[src/hdl/decode_macros.svh]
`ifndef DECODE_MACROS_SVH
`define DECODE_MACROS_SVH

// data and address width.
`define XLEN 32

`define REG_ADDR_W 5
`define NUM_REGS 32

// addi x0, x0, 0.
`define NOP_INSTR 32'h0000_0013

`endif

[src/hdl/decode_pkg.sv]
package decode_pkg;

    typedef enum logic [3:0] {
        alu_add,
        alu_sub,
        alu_sll,
        alu_slt,
        alu_sltu,
        alu_xor,
        alu_srl,
        alu_sra,
        alu_or,
        alu_and,
        alu_pass_b  // lui, result is the immediate.
    } alu_op_t;

    typedef enum logic [2:0] {
        bcu_none,
        bcu_beq,
        bcu_bne,
        bcu_blt,
        bcu_bge,
        bcu_bltu,
        bcu_bgeu
    } bcu_op_t;

    typedef enum logic [3:0] {
        lsu_none,
        lsu_lb,
        lsu_lbu,
        lsu_lh,
        lsu_lhu,
        lsu_lw,
        lsu_sb,
        lsu_sh,
        lsu_sw
    } lsu_op_t;

    // machine cause numbers.
    typedef enum logic [3:0] {
        except_instr_misaligned    = 4'd0,
        except_illegal_instruction = 4'd2,
        except_breakpoint          = 4'd3,
        except_load_misaligned     = 4'd4,
        except_store_misaligned    = 4'd6,
        except_env_call_mach       = 4'd11
    } ecause_t;

endpackage

[src/hdl/instr_decoder.sv]
`include "decode_macros.svh"

module instr_decoder
    import decode_pkg::*;
(
    input  logic [`XLEN-1:0] instr,
    output logic [`XLEN-1:0] imm,
    output logic [`REG_ADDR_W-1:0] waddr, raddr1, raddr2,
    output logic wren, rden1, rden2, lui, auipc, jal, jalr, branch,
    output logic load, store, ecall, ebreak, valid,
    output alu_op_t alu_op,
    output bcu_op_t bcu_op,
    output lsu_op_t lsu_op
);
    logic [6:0] opcode;
    logic [2:0] funct3;
    logic [6:0] funct7;
    logic [`XLEN-1:0] imm_i, imm_s, imm_b, imm_u, imm_j;

    assign opcode = instr[6:0];
    assign funct3 = instr[14:12];
    assign funct7 = instr[31:25];
    assign waddr = instr[11:7];
    assign raddr1 = instr[19:15];
    assign raddr2 = instr[24:20];

    assign imm_i = {{20{instr[31]}}, instr[31:20]};
    assign imm_s = {{20{instr[31]}}, instr[31:25], instr[11:7]};
    assign imm_b = {{19{instr[31]}}, instr[31], instr[7], instr[30:25], instr[11:8], 1'b0};
    assign imm_u = {instr[31:12], 12'b0};
    assign imm_j = {{11{instr[31]}}, instr[31], instr[19:12], instr[20], instr[30:21], 1'b0};

    always_comb begin
        imm = '0;
        {wren, rden1, rden2, lui, auipc, jal, jalr, branch, load, store, ecall, ebreak, valid} = '0;
        alu_op = alu_add;
        bcu_op = bcu_none;
        lsu_op = lsu_none;
        case (opcode)
            7'b0110111: begin
                imm = imm_u;
                {lui, wren, valid} = 3'b111;
                alu_op = alu_pass_b;
            end
            7'b0010111: begin
                imm = imm_u;
                {auipc, wren, valid} = 3'b111;
            end
            7'b1101111: begin
                imm = imm_j;
                {jal, wren, valid} = 3'b111;
            end
            7'b1100111: begin
                imm = imm_i;
                {jalr, wren, rden1, valid} = {4{funct3 == 3'b000}};
            end
            7'b1100011: begin
                imm = imm_b;
                case (funct3)
                    3'b000: bcu_op = bcu_beq;
                    3'b001: bcu_op = bcu_bne;
                    3'b100: bcu_op = bcu_blt;
                    3'b101: bcu_op = bcu_bge;
                    3'b110: bcu_op = bcu_bltu;
                    3'b111: bcu_op = bcu_bgeu;
                    default: bcu_op = bcu_none;
                endcase
                {branch, rden1, rden2, valid} = {4{bcu_op != bcu_none}};
            end
            7'b0000011: begin
                imm = imm_i;
                case (funct3)
                    3'b000: lsu_op = lsu_lb;
                    3'b001: lsu_op = lsu_lh;
                    3'b010: lsu_op = lsu_lw;
                    3'b100: lsu_op = lsu_lbu;
                    3'b101: lsu_op = lsu_lhu;
                    default: lsu_op = lsu_none;
                endcase
                {load, wren, rden1, valid} = {4{lsu_op != lsu_none}};
            end
            7'b0100011: begin
                imm = imm_s;
                case (funct3)
                    3'b000: lsu_op = lsu_sb;
                    3'b001: lsu_op = lsu_sh;
                    3'b010: lsu_op = lsu_sw;
                    default: lsu_op = lsu_none;
                endcase
                {store, rden1, rden2, valid} = {4{lsu_op != lsu_none}};
            end
            7'b0010011, 7'b0110011: begin
                imm = imm_i;  // ignored by execute for register ops.
                case (funct3)
                    3'b000: alu_op = (opcode[5] && instr[30]) ? alu_sub : alu_add;
                    3'b001: alu_op = alu_sll;
                    3'b010: alu_op = alu_slt;
                    3'b011: alu_op = alu_sltu;
                    3'b100: alu_op = alu_xor;
                    3'b101: alu_op = instr[30] ? alu_sra : alu_srl;
                    3'b110: alu_op = alu_or;
                    default: alu_op = alu_and;
                endcase
                // funct7 only carries bit 30, and only for sub and sra.
                if (!opcode[5] && funct3 != 3'b001 && funct3 != 3'b101) begin
                    valid = 1'b1;
                end else begin
                    valid = (funct7 == 7'b0) ||
                            (funct7 == 7'b0100000 && (funct3 == 3'b101 ||
                             (opcode[5] && funct3 == 3'b000)));
                end
                {wren, rden1} = {2{valid}};
                rden2 = valid && opcode[5];
            end
            7'b0001111: valid = 1'b1;  // fence, nothing to order in decode.
            7'b1110011: begin
                ecall = (instr == 32'h0000_0073);
                ebreak = (instr == 32'h0010_0073);
                valid = ecall || ebreak;
            end
            default: valid = 1'b0;
        endcase
    end

endmodule

[src/hdl/register_file.sv]
`include "decode_macros.svh"

module register_file (
    input  logic clock,
    input  logic reset,
    input  logic [`REG_ADDR_W-1:0] raddr1, raddr2,
    input  logic rden1, rden2,
    input  logic wb_wren,
    input  logic [`REG_ADDR_W-1:0] wb_waddr,
    input  logic [`XLEN-1:0] wb_wdata,
    output logic [`XLEN-1:0] rdata1, rdata2
);
    logic [`XLEN-1:0] regs [`NUM_REGS];

    // x0 is cleared here and never written afterwards.
    always_ff @(posedge clock) begin
        if (!reset) begin
            for (int i = 0; i < `NUM_REGS; i++) begin
                regs[i] <= '0;
            end
        end else if (wb_wren && wb_waddr != '0) begin
            regs[wb_waddr] <= wb_wdata;
        end
    end

    // same-cycle writeback is picked up by the forwarding unit.
    assign rdata1 = rden1 ? regs[raddr1] : '0;
    assign rdata2 = rden2 ? regs[raddr2] : '0;

endmodule

[src/hdl/operand_forward.sv]
`include "decode_macros.svh"

module operand_forward (
    input  logic [`REG_ADDR_W-1:0] raddr1, raddr2,
    input  logic rden1, rden2,
    input  logic [`XLEN-1:0] rdata1, rdata2,
    input  logic ex_wren,
    input  logic [`REG_ADDR_W-1:0] ex_waddr,
    input  logic [`XLEN-1:0] ex_wdata,
    input  logic wb_wren,
    input  logic [`REG_ADDR_W-1:0] wb_waddr,
    input  logic [`XLEN-1:0] wb_wdata,
    output logic [`XLEN-1:0] data1, data2
);
    // execute is newer than writeback, so it is checked first.
    function automatic logic [`XLEN-1:0] select_operand(
        input logic rden,
        input logic [`REG_ADDR_W-1:0] raddr,
        input logic [`XLEN-1:0] rdata
    );
        if (rden && raddr != '0 && ex_wren && ex_waddr == raddr) begin
            return ex_wdata;
        end else if (rden && raddr != '0 && wb_wren && wb_waddr == raddr) begin
            return wb_wdata;
        end
        return rdata;
    endfunction

    always_comb begin
        data1 = select_operand(rden1, raddr1, rdata1);
        data2 = select_operand(rden2, raddr2, rdata2);
    end

endmodule

[src/hdl/branch_compare.sv]
`include "decode_macros.svh"

module branch_compare
    import decode_pkg::*;
(
    input  logic [`XLEN-1:0] data1, data2,
    input  bcu_op_t bcu_op,
    output logic taken
);
    logic equal;
    logic less;
    logic less_u;

    assign equal = (data1 == data2);
    assign less = ($signed(data1) < $signed(data2));
    assign less_u = (data1 < data2);

    always_comb begin
        case (bcu_op)
            bcu_beq: taken = equal;
            bcu_bne: taken = !equal;
            bcu_blt: taken = less;
            bcu_bge: taken = !less;
            bcu_bltu: taken = less_u;
            bcu_bgeu: taken = !less_u;
            default: taken = 1'b0;
        endcase
    end

endmodule

[src/hdl/address_gen.sv]
`include "decode_macros.svh"

module address_gen
    import decode_pkg::*;
(
    input  logic [`XLEN-1:0] pc, data1, imm,
    input  logic jal, jalr, branch, load, store,
    input  lsu_op_t lsu_op,
    output logic [`XLEN-1:0] address,
    output logic [3:0] byteenable,
    output logic exception,
    output ecause_t ecause
);
    logic [`XLEN-1:0] sum_reg;
    logic [`XLEN-1:0] sum_pc;

    assign sum_reg = data1 + imm;
    assign sum_pc = pc + imm;

    always_comb begin
        if (jalr) begin
            address = {sum_reg[`XLEN-1:1], 1'b0};
        end else if (load || store) begin
            address = sum_reg;
        end else if (jal || branch) begin
            address = sum_pc;
        end else begin
            address = '0;
        end
    end

    always_comb begin
        byteenable = 4'b0000;
        exception = 1'b0;
        ecause = except_instr_misaligned;
        case (lsu_op)
            lsu_lb, lsu_lbu, lsu_sb: byteenable = 4'b0001 << address[1:0];
            lsu_lh, lsu_lhu, lsu_sh: begin
                byteenable = address[1] ? 4'b1100 : 4'b0011;
                exception = address[0];
            end
            lsu_lw, lsu_sw: begin
                byteenable = 4'b1111;
                exception = (address[1:0] != 2'b00);
            end
            default: byteenable = 4'b0000;
        endcase
        if (load) begin
            ecause = except_load_misaligned;
        end else if (store) begin
            ecause = except_store_misaligned;
        end else begin
            exception = (jal || jalr || branch) && (address[1:0] != 2'b00);  // no compressed.
        end
    end

endmodule

[src/hdl/decode_stage.sv]
`include "decode_macros.svh"

module decode_stage
    import decode_pkg::*;
(
    input  logic clock,
    input  logic reset,
    input  logic [`XLEN-1:0] pc, instr,
    input  logic ex_busy,
    input  logic clear,
    input  logic ex_wren,
    input  logic [`REG_ADDR_W-1:0] ex_waddr,
    input  logic [`XLEN-1:0] ex_wdata,
    input  logic wb_wren,
    input  logic [`REG_ADDR_W-1:0] wb_waddr,
    input  logic [`XLEN-1:0] wb_wdata,
    output logic stall,
    output logic [`XLEN-1:0] pc_out, npc, imm_out,
    output alu_op_t alu_op_out,
    output lsu_op_t lsu_op_out,
    output logic [`XLEN-1:0] rdata1_out, rdata2_out,
    output logic [`REG_ADDR_W-1:0] waddr_out,
    output logic wren_out, jump,
    output logic [`XLEN-1:0] address,
    output logic mem_valid,
    output logic [3:0] mem_wstrb,
    output logic [`XLEN-1:0] mem_wdata,
    output logic exception,
    output ecause_t ecause,
    output logic [`XLEN-1:0] etval
);
    logic [`XLEN-1:0] imm, rdata1, rdata2, data1, data2, ag_address;
    logic [`REG_ADDR_W-1:0] waddr, raddr1, raddr2;
    logic wren, rden1, rden2, lui, auipc, jal, jalr, branch;
    logic load, store, ecall, ebreak, valid, taken, ag_exception;
    alu_op_t alu_op;
    bcu_op_t bcu_op;
    lsu_op_t lsu_op;
    logic [3:0] byteenable;
    ecause_t ag_ecause, ecause_d;
    logic wren_d, jump_d, load_d, store_d, exception_d;
    logic [`XLEN-1:0] etval_d, opa_d, wdata_d;

    instr_decoder i_instr_decoder (.*);
    register_file i_register_file (.*);
    operand_forward i_operand_forward (.*);
    branch_compare i_branch_compare (.*);

    address_gen i_address_gen (
        .pc, .data1, .imm, .jal, .jalr, .branch, .load, .store, .lsu_op,
        .address(ag_address), .byteenable, .exception(ag_exception), .ecause(ag_ecause)
    );

    assign stall = ex_busy && !clear;  // clear wins over a busy execute.

    always_comb begin
        jump_d = jal || jalr || taken;
        {wren_d, load_d, store_d} = {wren, load, store};
        exception_d = ag_exception;
        ecause_d = ag_ecause;
        etval_d = ag_exception ? ag_address : instr;
        // a misaligned access or target cancels the instruction
        if (ag_exception) begin
            if (load) begin
                {load_d, wren_d} = 2'b00;
            end else if (store) begin
                store_d = 1'b0;
            end else if (jump_d) begin
                {jump_d, wren_d} = 2'b00;
            end else begin
                exception_d = 1'b0;  // branch not taken.
            end
        end
        if (!valid) begin
            exception_d = 1'b1;
            ecause_d = except_illegal_instruction;
            etval_d = instr;
        end else if (ebreak) begin
            exception_d = 1'b1;
            ecause_d = except_breakpoint;
            etval_d = instr;
        end else if (ecall) begin
            exception_d = 1'b1;
            ecause_d = except_env_call_mach;
            etval_d = instr;
        end
        if (ex_busy || clear) begin
            {wren_d, jump_d, load_d, store_d, exception_d} = '0;
        end
        // execute takes operand a from here, pc for auipc.
        opa_d = auipc ? pc : (lui ? '0 : data1);
        case (lsu_op)
            lsu_sb: wdata_d = {4{data2[7:0]}};
            lsu_sh: wdata_d = {2{data2[15:0]}};
            default: wdata_d = data2;
        endcase
    end

    always_ff @(posedge clock) begin
        if (!reset) begin
            pc_out <= '0;
            imm_out <= '0;
            alu_op_out <= alu_add;
            lsu_op_out <= lsu_none;
            waddr_out <= '0;
            wren_out <= 1'b0;
            jump <= 1'b0;
            mem_valid <= 1'b0;
            mem_wstrb <= 4'b0000;
            exception <= 1'b0;
            ecause <= except_instr_misaligned;
            etval <= `NOP_INSTR;
        end else begin
            pc_out <= pc;
            imm_out <= imm;
            alu_op_out <= alu_op;
            lsu_op_out <= lsu_op;
            waddr_out <= waddr;
            wren_out <= wren_d;
            jump <= jump_d;
            mem_valid <= load_d || store_d;
            mem_wstrb <= store_d ? byteenable : 4'b0000;
            exception <= exception_d;
            ecause <= ecause_d;
            etval <= etval_d;
        end
    end

    always_ff @(posedge clock) begin
        npc <= pc + `XLEN'd4;
        rdata1_out <= opa_d;
        rdata2_out <= data2;
        address <= ag_address;
        mem_wdata <= wdata_d;
    end

endmodule

[src/hdl/decode_top.sv]
`include "decode_macros.svh"

module decode_top
    import decode_pkg::*;
(
    input  logic clock,
    input  logic reset,
    input  logic [`XLEN-1:0] pc,
    input  logic [`XLEN-1:0] instr,
    input  logic ex_busy,
    input  logic clear,
    input  logic ex_wren,
    input  logic [`REG_ADDR_W-1:0] ex_waddr,
    input  logic [`XLEN-1:0] ex_wdata,
    input  logic wb_wren,
    input  logic [`REG_ADDR_W-1:0] wb_waddr,
    input  logic [`XLEN-1:0] wb_wdata,
    output logic stall,  // combinational, fetch holds while high.
    output logic [`XLEN-1:0] pc_out,
    output logic [`XLEN-1:0] npc,
    output logic [`XLEN-1:0] imm_out,
    output alu_op_t alu_op_out,
    output lsu_op_t lsu_op_out,
    output logic [`XLEN-1:0] rdata1_out,
    output logic [`XLEN-1:0] rdata2_out,
    output logic [`REG_ADDR_W-1:0] waddr_out,
    output logic wren_out,
    output logic jump,
    output logic [`XLEN-1:0] address,
    output logic mem_valid,
    output logic [3:0] mem_wstrb,
    output logic [`XLEN-1:0] mem_wdata,
    output logic exception,
    output ecause_t ecause,
    output logic [`XLEN-1:0] etval
);

    // everything but stall is registered inside the stage.
    decode_stage i_decode_stage (.*);

endmodule

[config.mk]
export PLATFORM = sky130hd
export DESIGN_NAME = decode_top
export DESIGN_NICKNAME = d
export VERILOG_FILES = /design/src/hdl/decode_pkg.sv /design/src/hdl/instr_decoder.sv /design/src/hdl/register_file.sv /design/src/hdl/operand_forward.sv /design/src/hdl/branch_compare.sv /design/src/hdl/address_gen.sv /design/src/hdl/decode_stage.sv /design/src/hdl/decode_top.sv
export VERILOG_INCLUDE_DIRS = /design/src /design/src/hdl
export SDC_FILE = /design/constraint.sdc
export NUM_CORES = 2
export LEC_CHECK = 0
export ABC_AREA = 1
export BUFFER_PORTS_ARGS = -buffer_cell sky130_fd_sc_hd__buf_4
export CORE_MARGIN = 2
export CORE_UTILIZATION = 44
export CTS_CLUSTER_SIZE = 40
export DETAILED_ROUTE_END_ITERATION = 10
export PLACE_DENSITY = 0.61
export SLEW_MARGIN = 20
export SYNTH_ARGS = -nofsm -noshare
export SYNTH_HDL_FRONTEND = slang
export SYNTH_SLANG_ARGS = --single-unit
[constraint.sdc]
create_clock -name clock -period 6.1 [get_ports clock]
set_clock_uncertainty 0.05 [all_clocks]
set_input_delay 0 -clock clock [delete_from_list [all_inputs] [get_ports clock]]
set_output_delay 0 -clock clock [all_outputs]
set_load 0.05 [all_outputs]
Yosys cells after proc, flatten, opt, wreduce, memory -nomap -nowiden
Memory sizes are Yosys's and may differ from the RTL's.
Cells that the tools add are included.
{"block": "word_totals", "ff_bits": 281, "latch_bits": 0, "mem_bits_rw": 1024, "mem_bits_ro": 0, "inputBits": 144, "output_inout_bits": 282, "wordCells": 215, "mem_count": 1}
{"memory": "i_decode_stage.i_register_file.regs", "words": 32, "word_bits": 32, "read_ports": 2, "rd_ports_with_merged_regs": 0, "write_ports": 32, "line": "register_file.sv:13", "source": "logic [`XLEN-1:0] regs [`NUM_REGS];"}
{"block": "classes", "n_addsub": 3, "mul": 0, "div": 0, "magnitude_cmp": 2, "eq_ne": 42, "shifts": 1, "mux": 87, "n_bitwise": 2, "n_reduce_logical": 57}
{"operator": "32-bit two-way mux", "count": 18}
{"operator": "32-bit one-hot mux with 5 select lines", "count": 1}
{"operator": "32-bit adder", "count": 2}
{"operator": "32-bit less-than comparator", "count": 2}
{"operator": "32-bit one-hot mux with 2 select lines", "count": 1}
{"operator": "1-bit two-way mux", "count": 43}
{"operator": "32-bit by 3-bit adder with 32-bit output (second input constant)", "count": 1}
{"operator": "32-bit by 21-bit == test with 1-bit output (second input constant)", "count": 1}
{"operator": "32-bit == test", "count": 1}
{"operator": "32-bit by 7-bit == test with 1-bit output (second input constant)", "count": 1}
{"operator": "32-bit OR reduction", "count": 1}
{"operator": "7-bit by 6-bit == test with 1-bit output (second input constant)", "count": 4}
{"operator": "7-bit == test (second input constant)", "count": 4}
{"operator": "4-bit one-hot mux with 7 select lines", "count": 1}
{"operator": "4-bit one-hot mux with 3 select lines", "count": 2}
{"operator": "3-bit == test (second input constant)", "count": 7}
{"operator": "5-bit == test", "count": 4}
{"operator": "1-bit logical AND", "count": 19}
{"operator": "3-bit one-hot mux with 6 select lines", "count": 1}
{"operator": "4-bit by 3-bit == test with 1-bit output (second input constant)", "count": 4}
{"operator": "4-bit two-way mux", "count": 4}
{"operator": "4-bit one-hot mux with 2 select lines", "count": 2}
{"operator": "3-bit one-hot mux with 5 select lines", "count": 1}
{"operator": "5-bit nonzero test", "count": 3}
{"operator": "32 further kinds", "count": 66}

Depth between registers and ports, before layout
{"block": "logic_depth", "depth_word": 26, "depth_mapped": 37, "mapped_depth_nobuf": 35}

Hierarchy
A second synthesis with hierarchy kept.
{"block": "unflattened", "cells_unflattened": 10198, "hier_area_um2": 74849.3}
{"mod": "register_file", "n_inst": 1, "cells_each": 7215, "area_per_inst_um2": 56411.6, "seq_area_each_um2": 30749.5}
{"mod": "decode_stage", "n_inst": 1, "cells_each": 938, "area_per_inst_um2": 8405.6, "seq_area_each_um2": 5465.2}
{"mod": "address_gen", "n_inst": 1, "cells_each": 1086, "area_per_inst_um2": 5291.3, "seq_area_each_um2": 0.0}
{"mod": "operand_forward", "n_inst": 1, "cells_each": 561, "area_per_inst_um2": 2563.7, "seq_area_each_um2": 0.0}
{"mod": "instr_decoder", "n_inst": 1, "cells_each": 230, "area_per_inst_um2": 1203.7, "seq_area_each_um2": 0.0}
{"mod": "branch_compare", "n_inst": 1, "cells_each": 168, "area_per_inst_um2": 973.4, "seq_area_each_um2": 0.0}

Worst setup path after synthesis
Ideal clock, no wire load.
{"block": "synth_path", "path_type": "in2reg", "from": "input instr[3]", "to": "register i_decode_stage.etval[20]", "setup_ns": 0.117, "arrival_ns": 3.515, "required_ns": 5.933, "path_slack_ns": 2.418, "cell_stages": 24, "n_path_buf": 1, "path_cell_list": "inv_1 nand2_1 nor2_2 nand3_1 nand2_2 inv_2 nand3_2 nand3_2 buf_2 o211ai_1 nand2_1 ha_1 fa_1 nand3_1 nand2_1 a21boi_0 o21ai_0 a21oi_1 o21ai_0 or2_2 nand3_1 nand3_1 nor2_1 nor2_1"}
{"block": "synth_via", "elab_cells_between_ends": 64, "cone_classes": "add/sub (2); eq/ne (18); mux (26); reduce/logical (18)"}
{"item": "from (decl)", "line": "decode_top.sv:9", "source": "input logic [`XLEN-1:0] instr,"}
{"item": "7-bit by 5-bit == test with 1-bit output / 7-bit by 6-bit == test with 1-bit output (equally long branches)", "line": "instr_decoder.sv:39", "source": "case (opcode)"}
{"item": "2-bit OR reduction"}
{"item": "1-bit one-hot mux with 5 select lines", "line": "instr_decoder.sv:39"}
{"item": "1-bit logical AND", "line": "operand_forward.sv:21, operand_forward.sv:23"}
{"item": "1-bit logical AND (2 in series)", "line": "operand_forward.sv:23", "source": "end else if (rden && raddr != '0 && wb_wren && wb_waddr == raddr) begin"}
{"item": "1-bit two-way mux", "line": "operand_forward.sv:23"}
{"item": "1-bit two-way mux", "line": "operand_forward.sv:21", "source": "if (rden && raddr != '0 && ex_wren && ex_waddr == raddr) begin"}
{"item": "32-bit two-way mux", "line": "operand_forward.sv:26", "source": "return rdata;"}
{"item": "32-bit adder", "line": "address_gen.sv:17", "source": "assign sum_reg = data1 + imm;"}
{"item": "32-bit two-way mux", "line": "address_gen.sv:23", "source": "end else if (load || store) begin"}
{"item": "32-bit two-way mux (*)", "line": "address_gen.sv:21", "source": "if (jalr) begin"}
{"item": "named net i_decode_stage.ag_address[20]", "line": "decode_stage.sv:32", "source": "logic [`XLEN-1:0] imm, rdata1, rdata2, data1, data2, ag_address;"}
{"item": "32-bit two-way mux (*)", "line": "decode_stage.sv:61", "source": "etval_d = ag_exception ? ag_address : instr;"}
{"item": "32-bit two-way mux (*)", "line": "decode_stage.sv:82", "source": "end else if (ecall) begin"}
{"item": "32-bit two-way mux (*)", "line": "decode_stage.sv:78", "source": "end else if (ebreak) begin"}
{"item": "32-bit two-way mux (*)", "line": "decode_stage.sv:74", "source": "if (!valid) begin"}
{"item": "to (signal assigned)", "line": "decode_stage.sv:112", "source": "etval <= `NOP_INSTR;"}
{"item": "to (signal assigned)", "line": "decode_stage.sv:125", "source": "etval <= etval_d;"}
{"item": "to (decl)", "line": "decode_stage.sv:30", "source": "output logic [`XLEN-1:0] etval"}
The timed path passes the listed nets; every way through them passes the cells marked *.
A chain may end at the register's enable or synchronous reset.

Worst setup path after layout
{"block": "layout_path", "from": "input instr[4]", "to": "register i_decode_stage.exception"}
{"block": "layout_via", "elab_chain_cells": 20, "elab_cells_between_ends": 93, "cone_classes": "add/sub (2); order compare (2); eq/ne (25); mux (37); reduce/logical (27)"}
{"item": "7-bit by 5-bit == test with 1-bit output / 7-bit by 6-bit == test with 1-bit output (equally long branches)", "line": "instr_decoder.sv:39"}
{"item": "2-bit OR reduction"}
{"item": "1-bit one-hot mux with 3 select lines (*)", "line": "instr_decoder.sv:39"}
{"item": "1-bit logical AND", "line": "operand_forward.sv:21, operand_forward.sv:23"}
{"item": "1-bit logical AND (2 in series)", "line": "operand_forward.sv:23"}
{"item": "1-bit two-way mux", "line": "operand_forward.sv:23"}
{"item": "1-bit two-way mux", "line": "operand_forward.sv:21"}
{"item": "32-bit two-way mux (*)", "line": "operand_forward.sv:26"}
{"item": "named net i_decode_stage.data2[23]", "line": "decode_stage.sv:32"}
{"item": "[... 3 more ...]"}
{"item": "1-bit logical OR (*)", "line": "decode_stage.sv:57", "source": "jump_d = jal || jalr || taken;"}
{"item": "1-bit two-way mux (*)", "line": "decode_stage.sv:68", "source": "end else if (jump_d) begin"}
{"item": "1-bit two-way mux (*)", "line": "decode_stage.sv:66", "source": "end else if (store) begin"}
{"item": "1-bit two-way mux (*)", "line": "decode_stage.sv:64", "source": "if (load) begin"}
{"item": "1-bit two-way mux (*)", "line": "decode_stage.sv:63", "source": "if (ag_exception) begin"}
{"item": "1-bit two-way mux (*)", "line": "decode_stage.sv:82"}
{"item": "1-bit two-way mux (*)", "line": "decode_stage.sv:78"}
{"item": "1-bit two-way mux (*)", "line": "decode_stage.sv:74"}
{"item": "to (signal assigned)", "line": "decode_stage.sv:123", "source": "exception <= exception_d;"}
{"item": "to (decl)", "line": "decode_stage.sv:28", "source": "output logic exception,"}
Marked as above.

==> results.md <==
- The final non-filler cell total is 10.73k.
- The basic-gate share of the synthesized area counting and, or, nand and nor cells is 21.25%.
- The startpoint type of the worst setup path is a primary input.
- The global-route wire length before repair is 471100 um.
- The die extent in y is 398.2 um.
- During I/O placement, the number of pins put on the boundary was 426.
- The maximum number of pins on one net before global-route repair is 94.
- The type of element capturing the critical path is a flip-flop.
- The static leakage power is 0.03377 uW.
- After synthesis, the netlist uses 64 different library cells.
- Once placement completed, the tool counted placed cells totaling 10.23k.
- In the synthesized netlist, mux cells make up 0% of the area.
- The count of cells along the worst register-to-register path is 28.
- The die boundary width is 398.2 um.
- The total overflow left after global routing is 0.
- The max-cap violation count is 0.
- The completed layout was analyzed and its total power is 22330 uW.
- The net count of the finished layout is 8802.
- Fill cells in the final layout number 14.11k.
- The H-tree was split into 4 levels.
- After synthesis, the cell types taking the most area are edfxtp_1 (45%), nand2_1 (9.8%), dfxtp_1 (8.0%), nor2_1 (6.8%), a21oi_1 (4.8%).
- Counting flops with an async set or reset pin after synthesis yields a share of 0%.
- The post-synthesis xor/xnor area fraction is 0.4995%.
- The placer congestion estimate is 1.040.
- The final worst-path cycle share is 95.98%.
- For the worst setup path, the data arrival time is 6.50 ns.
- Across the VDD grid, the largest voltage drop is 317.4 uV.
- The final routed wire length divided by cell count is 31.88 um.
- The path type of the worst setup path is primary input to flip-flop.
- The cell type with the highest occurrence count on the critical path is nand2_1.
- The number of nets still failing antenna checks after routing is 0.
- In this run, synthesis inferred 1024 flip-flops with an integrated enable.
- The total routing usage reported by global routing is 41.84%.
- Once the floorplan was initialized, standard cells occupied 44.34% of the core.
- The final setup TNS is 0 ns.
- The via total after detailed routing is 68.08k.
- The top cell types in the final layout, fill and taps aside, are nand2_1 (1763), nor2_1 (1229), edfxtp_1 (1024), buf_4 (774), a21oi_1 (653).
- The worst pin sits at a relative slew slack of 9.046%.
- The detailed placer's ending HPWL is 226600 um.
- In this run the worst setup path terminates at i_decode_stage.exception$_SDFF_PP0_.
- The flow ran to the end, and the final reports show no timing, DRC or antenna violations.
- The setup check on the worst reg-to-reg path leaves a slack of 0.50 ns.
- The CTS tree is yes.
- After floorplanning, the core was sized to cover 154200 sq um.
- The final number of setup-violating endpoints is 0.
- The arithmetic-cell share of the synthesized area counting full adders, half adders and majority gates is 1.797%.
- In this run the worst hold path is classified as primary input to flip-flop.
- Counting the buffers created by CTS gives 147.
- Wires add up to 341900 um.
- The count of cell instances traversed by the critical path is 32.
- The via-per-instance ratio is 6.347.
- The residual DRC count is 0.
- The final period demand of the worst path is 5.855 ns.
- The power per unit of standard cell area is 273.0 nW/um^2.
- The cell at the root of the clock tree is clkbuf_16.
- By area, the combinational part of the netlist is dominated by simple AND/OR/NAND/NOR gates.
- For the worst setup path, the data required time is 6.74 ns.
- The initial antenna violation count was 19.
- The slowest stage of the critical path belongs to the cell dlygate4sd3_1.
- The final hold violation count came to 0.
- At the pin with the least slew margin, the transition time is 1.347 ns.
- The compound-gate portion of the synthesized area is 16.72%.
- The register area share after synthesis is 52.96%.
- The share of synthesized area in the top cell type comes to 44.97%.
- The number of synthesized register bits is 1297.
- Setup repair after global routing left no endpoint under its margin.
- Each instance of the synthesized netlist takes up on average 8.528 sq um.
- The synthesized cell area is 68380 sq um.
- The share of final-layout standard cells stronger than drive strength 1 is 12.93%.
- The die footprint is 158600 sq um.
- The top fanout value on the critical path is 32.
- The maximum clock frequency is 0.1708 GHz.
- The largest single stage delay on the critical path is 0.58 ns.
- The gate count after technology mapping is 8019.
- The area after detailed placement is 74830 sq um.
- The quantity of I/O buffers inserted on ports is 425.
- Among cell families on the critical path, the largest total delay comes from buffers and inverters.
- The number of buffer and inverter stages on the critical path is 10.
- Clock-pin slew was measured on the worst setup and hold paths at 0.07 ns.
- The most common cell after layout, fill and taps aside is nand2_1.
- The via count of the first global-routing pass was 62.39k.
- The cell area after layout is 81810 sq um.
- The area growth from synthesis to layout is 19.63%.
- In this run, the number of DRC markers left after iteration 0 of detailed routing was 11.36k.
- Clock latency on the worst-skew pair, taken at its later pin, is 0.84 ns.
- Before antenna repair, the detailed router went through 7 iterations.
- The standard-cell row count is 144.
- For this design, the sink count on the clock tree is 1297.
- In this run the critical register-to-register path is launched from i_decode_stage.i_register_file.regs[11][1]$_SDFFCE_PN0P_.
- The clock passes through at most 3 buffers.
- The startpoint of the most critical setup path is instr[4].
- The final number of max-transition violations is 0.
- Cells fill 53.04% of the core in the end.
- The worst register-to-register path ends at i_decode_stage.exception$_SDFF_PP0_.
- The main flop type after synthesis is edfxtp_1.
- The biggest area contributor in the post-synthesis netlist is edfxtp_1.
- For this run, the number of Yosys warnings is 0.
## power breakdown
group / leakage, uW / internal [uW] / switching, uW / total, uW
clock network: 0.00230 / 4940 / 3890 / 8830
registers: 0.0120 / 9970 / 220 / 10200
logic: 0.0195 / 897 / 2420 / 3320
total: 0.0338 / 15800 / 6530 / 22300
## repair_timing
| item | 4_1_cts | 5_1_grt |
|---|---|---|
| hold buffers | 218 | 0 |
| gates resized for setup | 0 | 5 |
| setup buffers | 0 | 8 |
| endpoints found under the setup margin | 0 | 7 |
| hold endpoints to repair | 1271 | 0 |
## layer usage
metal | part of all wire, % | track usage (%) | up-vias
met5 | 0.070 | 0 | -
met4 | 6.7 | 23.43 | 30
met3 | 15 | 15.77 | 1080
met2 | 42 | 60.64 | 5656
met1 | 36 | 53.59 | 32390
li1 | - | - | 28920
## how the worst min path moves through the flow
stage	start	slack, ns	depth (start not counted)	to
final	pc[1]	0.04	4	i_decode_stage.rdata1_out[1]$_DFF_P_
after detailed placement	pc[0]	0.14	1	i_decode_stage.npc[0]$_DFF_P_
after global placement	instr[11]	0.14	3	i_decode_stage.waddr_out[4]$_SDFF_PN0_
after CTS	instr[28]	0.004	4	i_decode_stage.etval[28]$_SDFF_PN0_
after global routing	pc[13]	0.04	4	i_decode_stage.pc_out[13]$_SDFF_PN0_
after floorplan	pc[0]	-0.02	0	i_decode_stage.npc[0]$_DFF_P_
## through the flow
step,hold WS [ns],worst slack [ns]
2_1_floorplan,-0.02228,2.418
3_3_place_gp,0.1390,0.5590
3_5_place_dp,0.1387,0.5262
4_1_cts,0.003810,0.03286
5_1_grt,0.03679,0.05649
6_report,0.04183,0.2452
## worst reg2reg max path, delay by kind of cell, from the launching register on
kind	cells	cell delay (ns)
flip-flops	1	0.36
AO/OA/AOI/OAI	6	2.27
AND/OR/NAND/NOR	18	1.80
buffers and inverters	3	0.70
adder cells (fa/ha/maj)	1	0.32
## synthesized netlist by cell type, types with 5 or more instances
cell type  number
nand2_1      1789
nor2_1       1233
edfxtp_1     1024
a21oi_1       653
inv_1         489
clkbuf_1      459
nand3_1       457
o21ai_0       404
dfxtp_1       273
o221ai_1      260
buf_2         110
ha_1           95
o211ai_1       85
a32o_1         77
o311ai_0       76
buf_1          70
nand4_1        54
a211oi_1       36
nor3_1         36
a31oi_1        35
xor2_1         33
o21ai_1        30
o21bai_1       25
o2111ai_1      23
a32oi_1        19
buf_4          17
o22ai_1        17
inv_2          16
o21a_1         14
nand2_2        12
or2_2          12
a21o_1          8
a221oi_1        6
a22oi_1         6
nor4_1          6
o21ai_2         6
xnor2_1         6
a21boi_0        5
## final cells by class
class                      instances  area (sq um)  share of cell area, %
inverter                         511          1956                  2.391
timing repair buffer            1022          8576                  10.48
clock inverter                    72         673.1                 0.8229
sequential                      1297         36210                  44.27
antenna                            4         10.01                0.01224
tap                             2044          2557                  3.126
clock buffer                     193          4018                  4.911
multi-input combinational       5582         27800                  33.98
## cell families (layout without fill, tap and decap cells)
kind of cell,Yosys count,in the layout
simple gates,3618,3618
flops,1297,1297
xor+xnor,39,39
buf+inv,1171,1798
compound gates,1796,1796
fa+ha+maj,97,97
other cells,1,36
## flip-flops by register name, indices dropped and copies added (netlist names), 24 cells and up
register,flops
i_decode_stage.address,32
i_decode_stage.etval,32
i_decode_stage.i_register_file.regs,1024
i_decode_stage.imm_out,32
i_decode_stage.mem_wdata,24
i_decode_stage.npc,32
i_decode_stage.pc_out,32
i_decode_stage.rdata1_out,32
i_decode_stage.rdata2_out,32
Power figures use the tool's default switching activity.
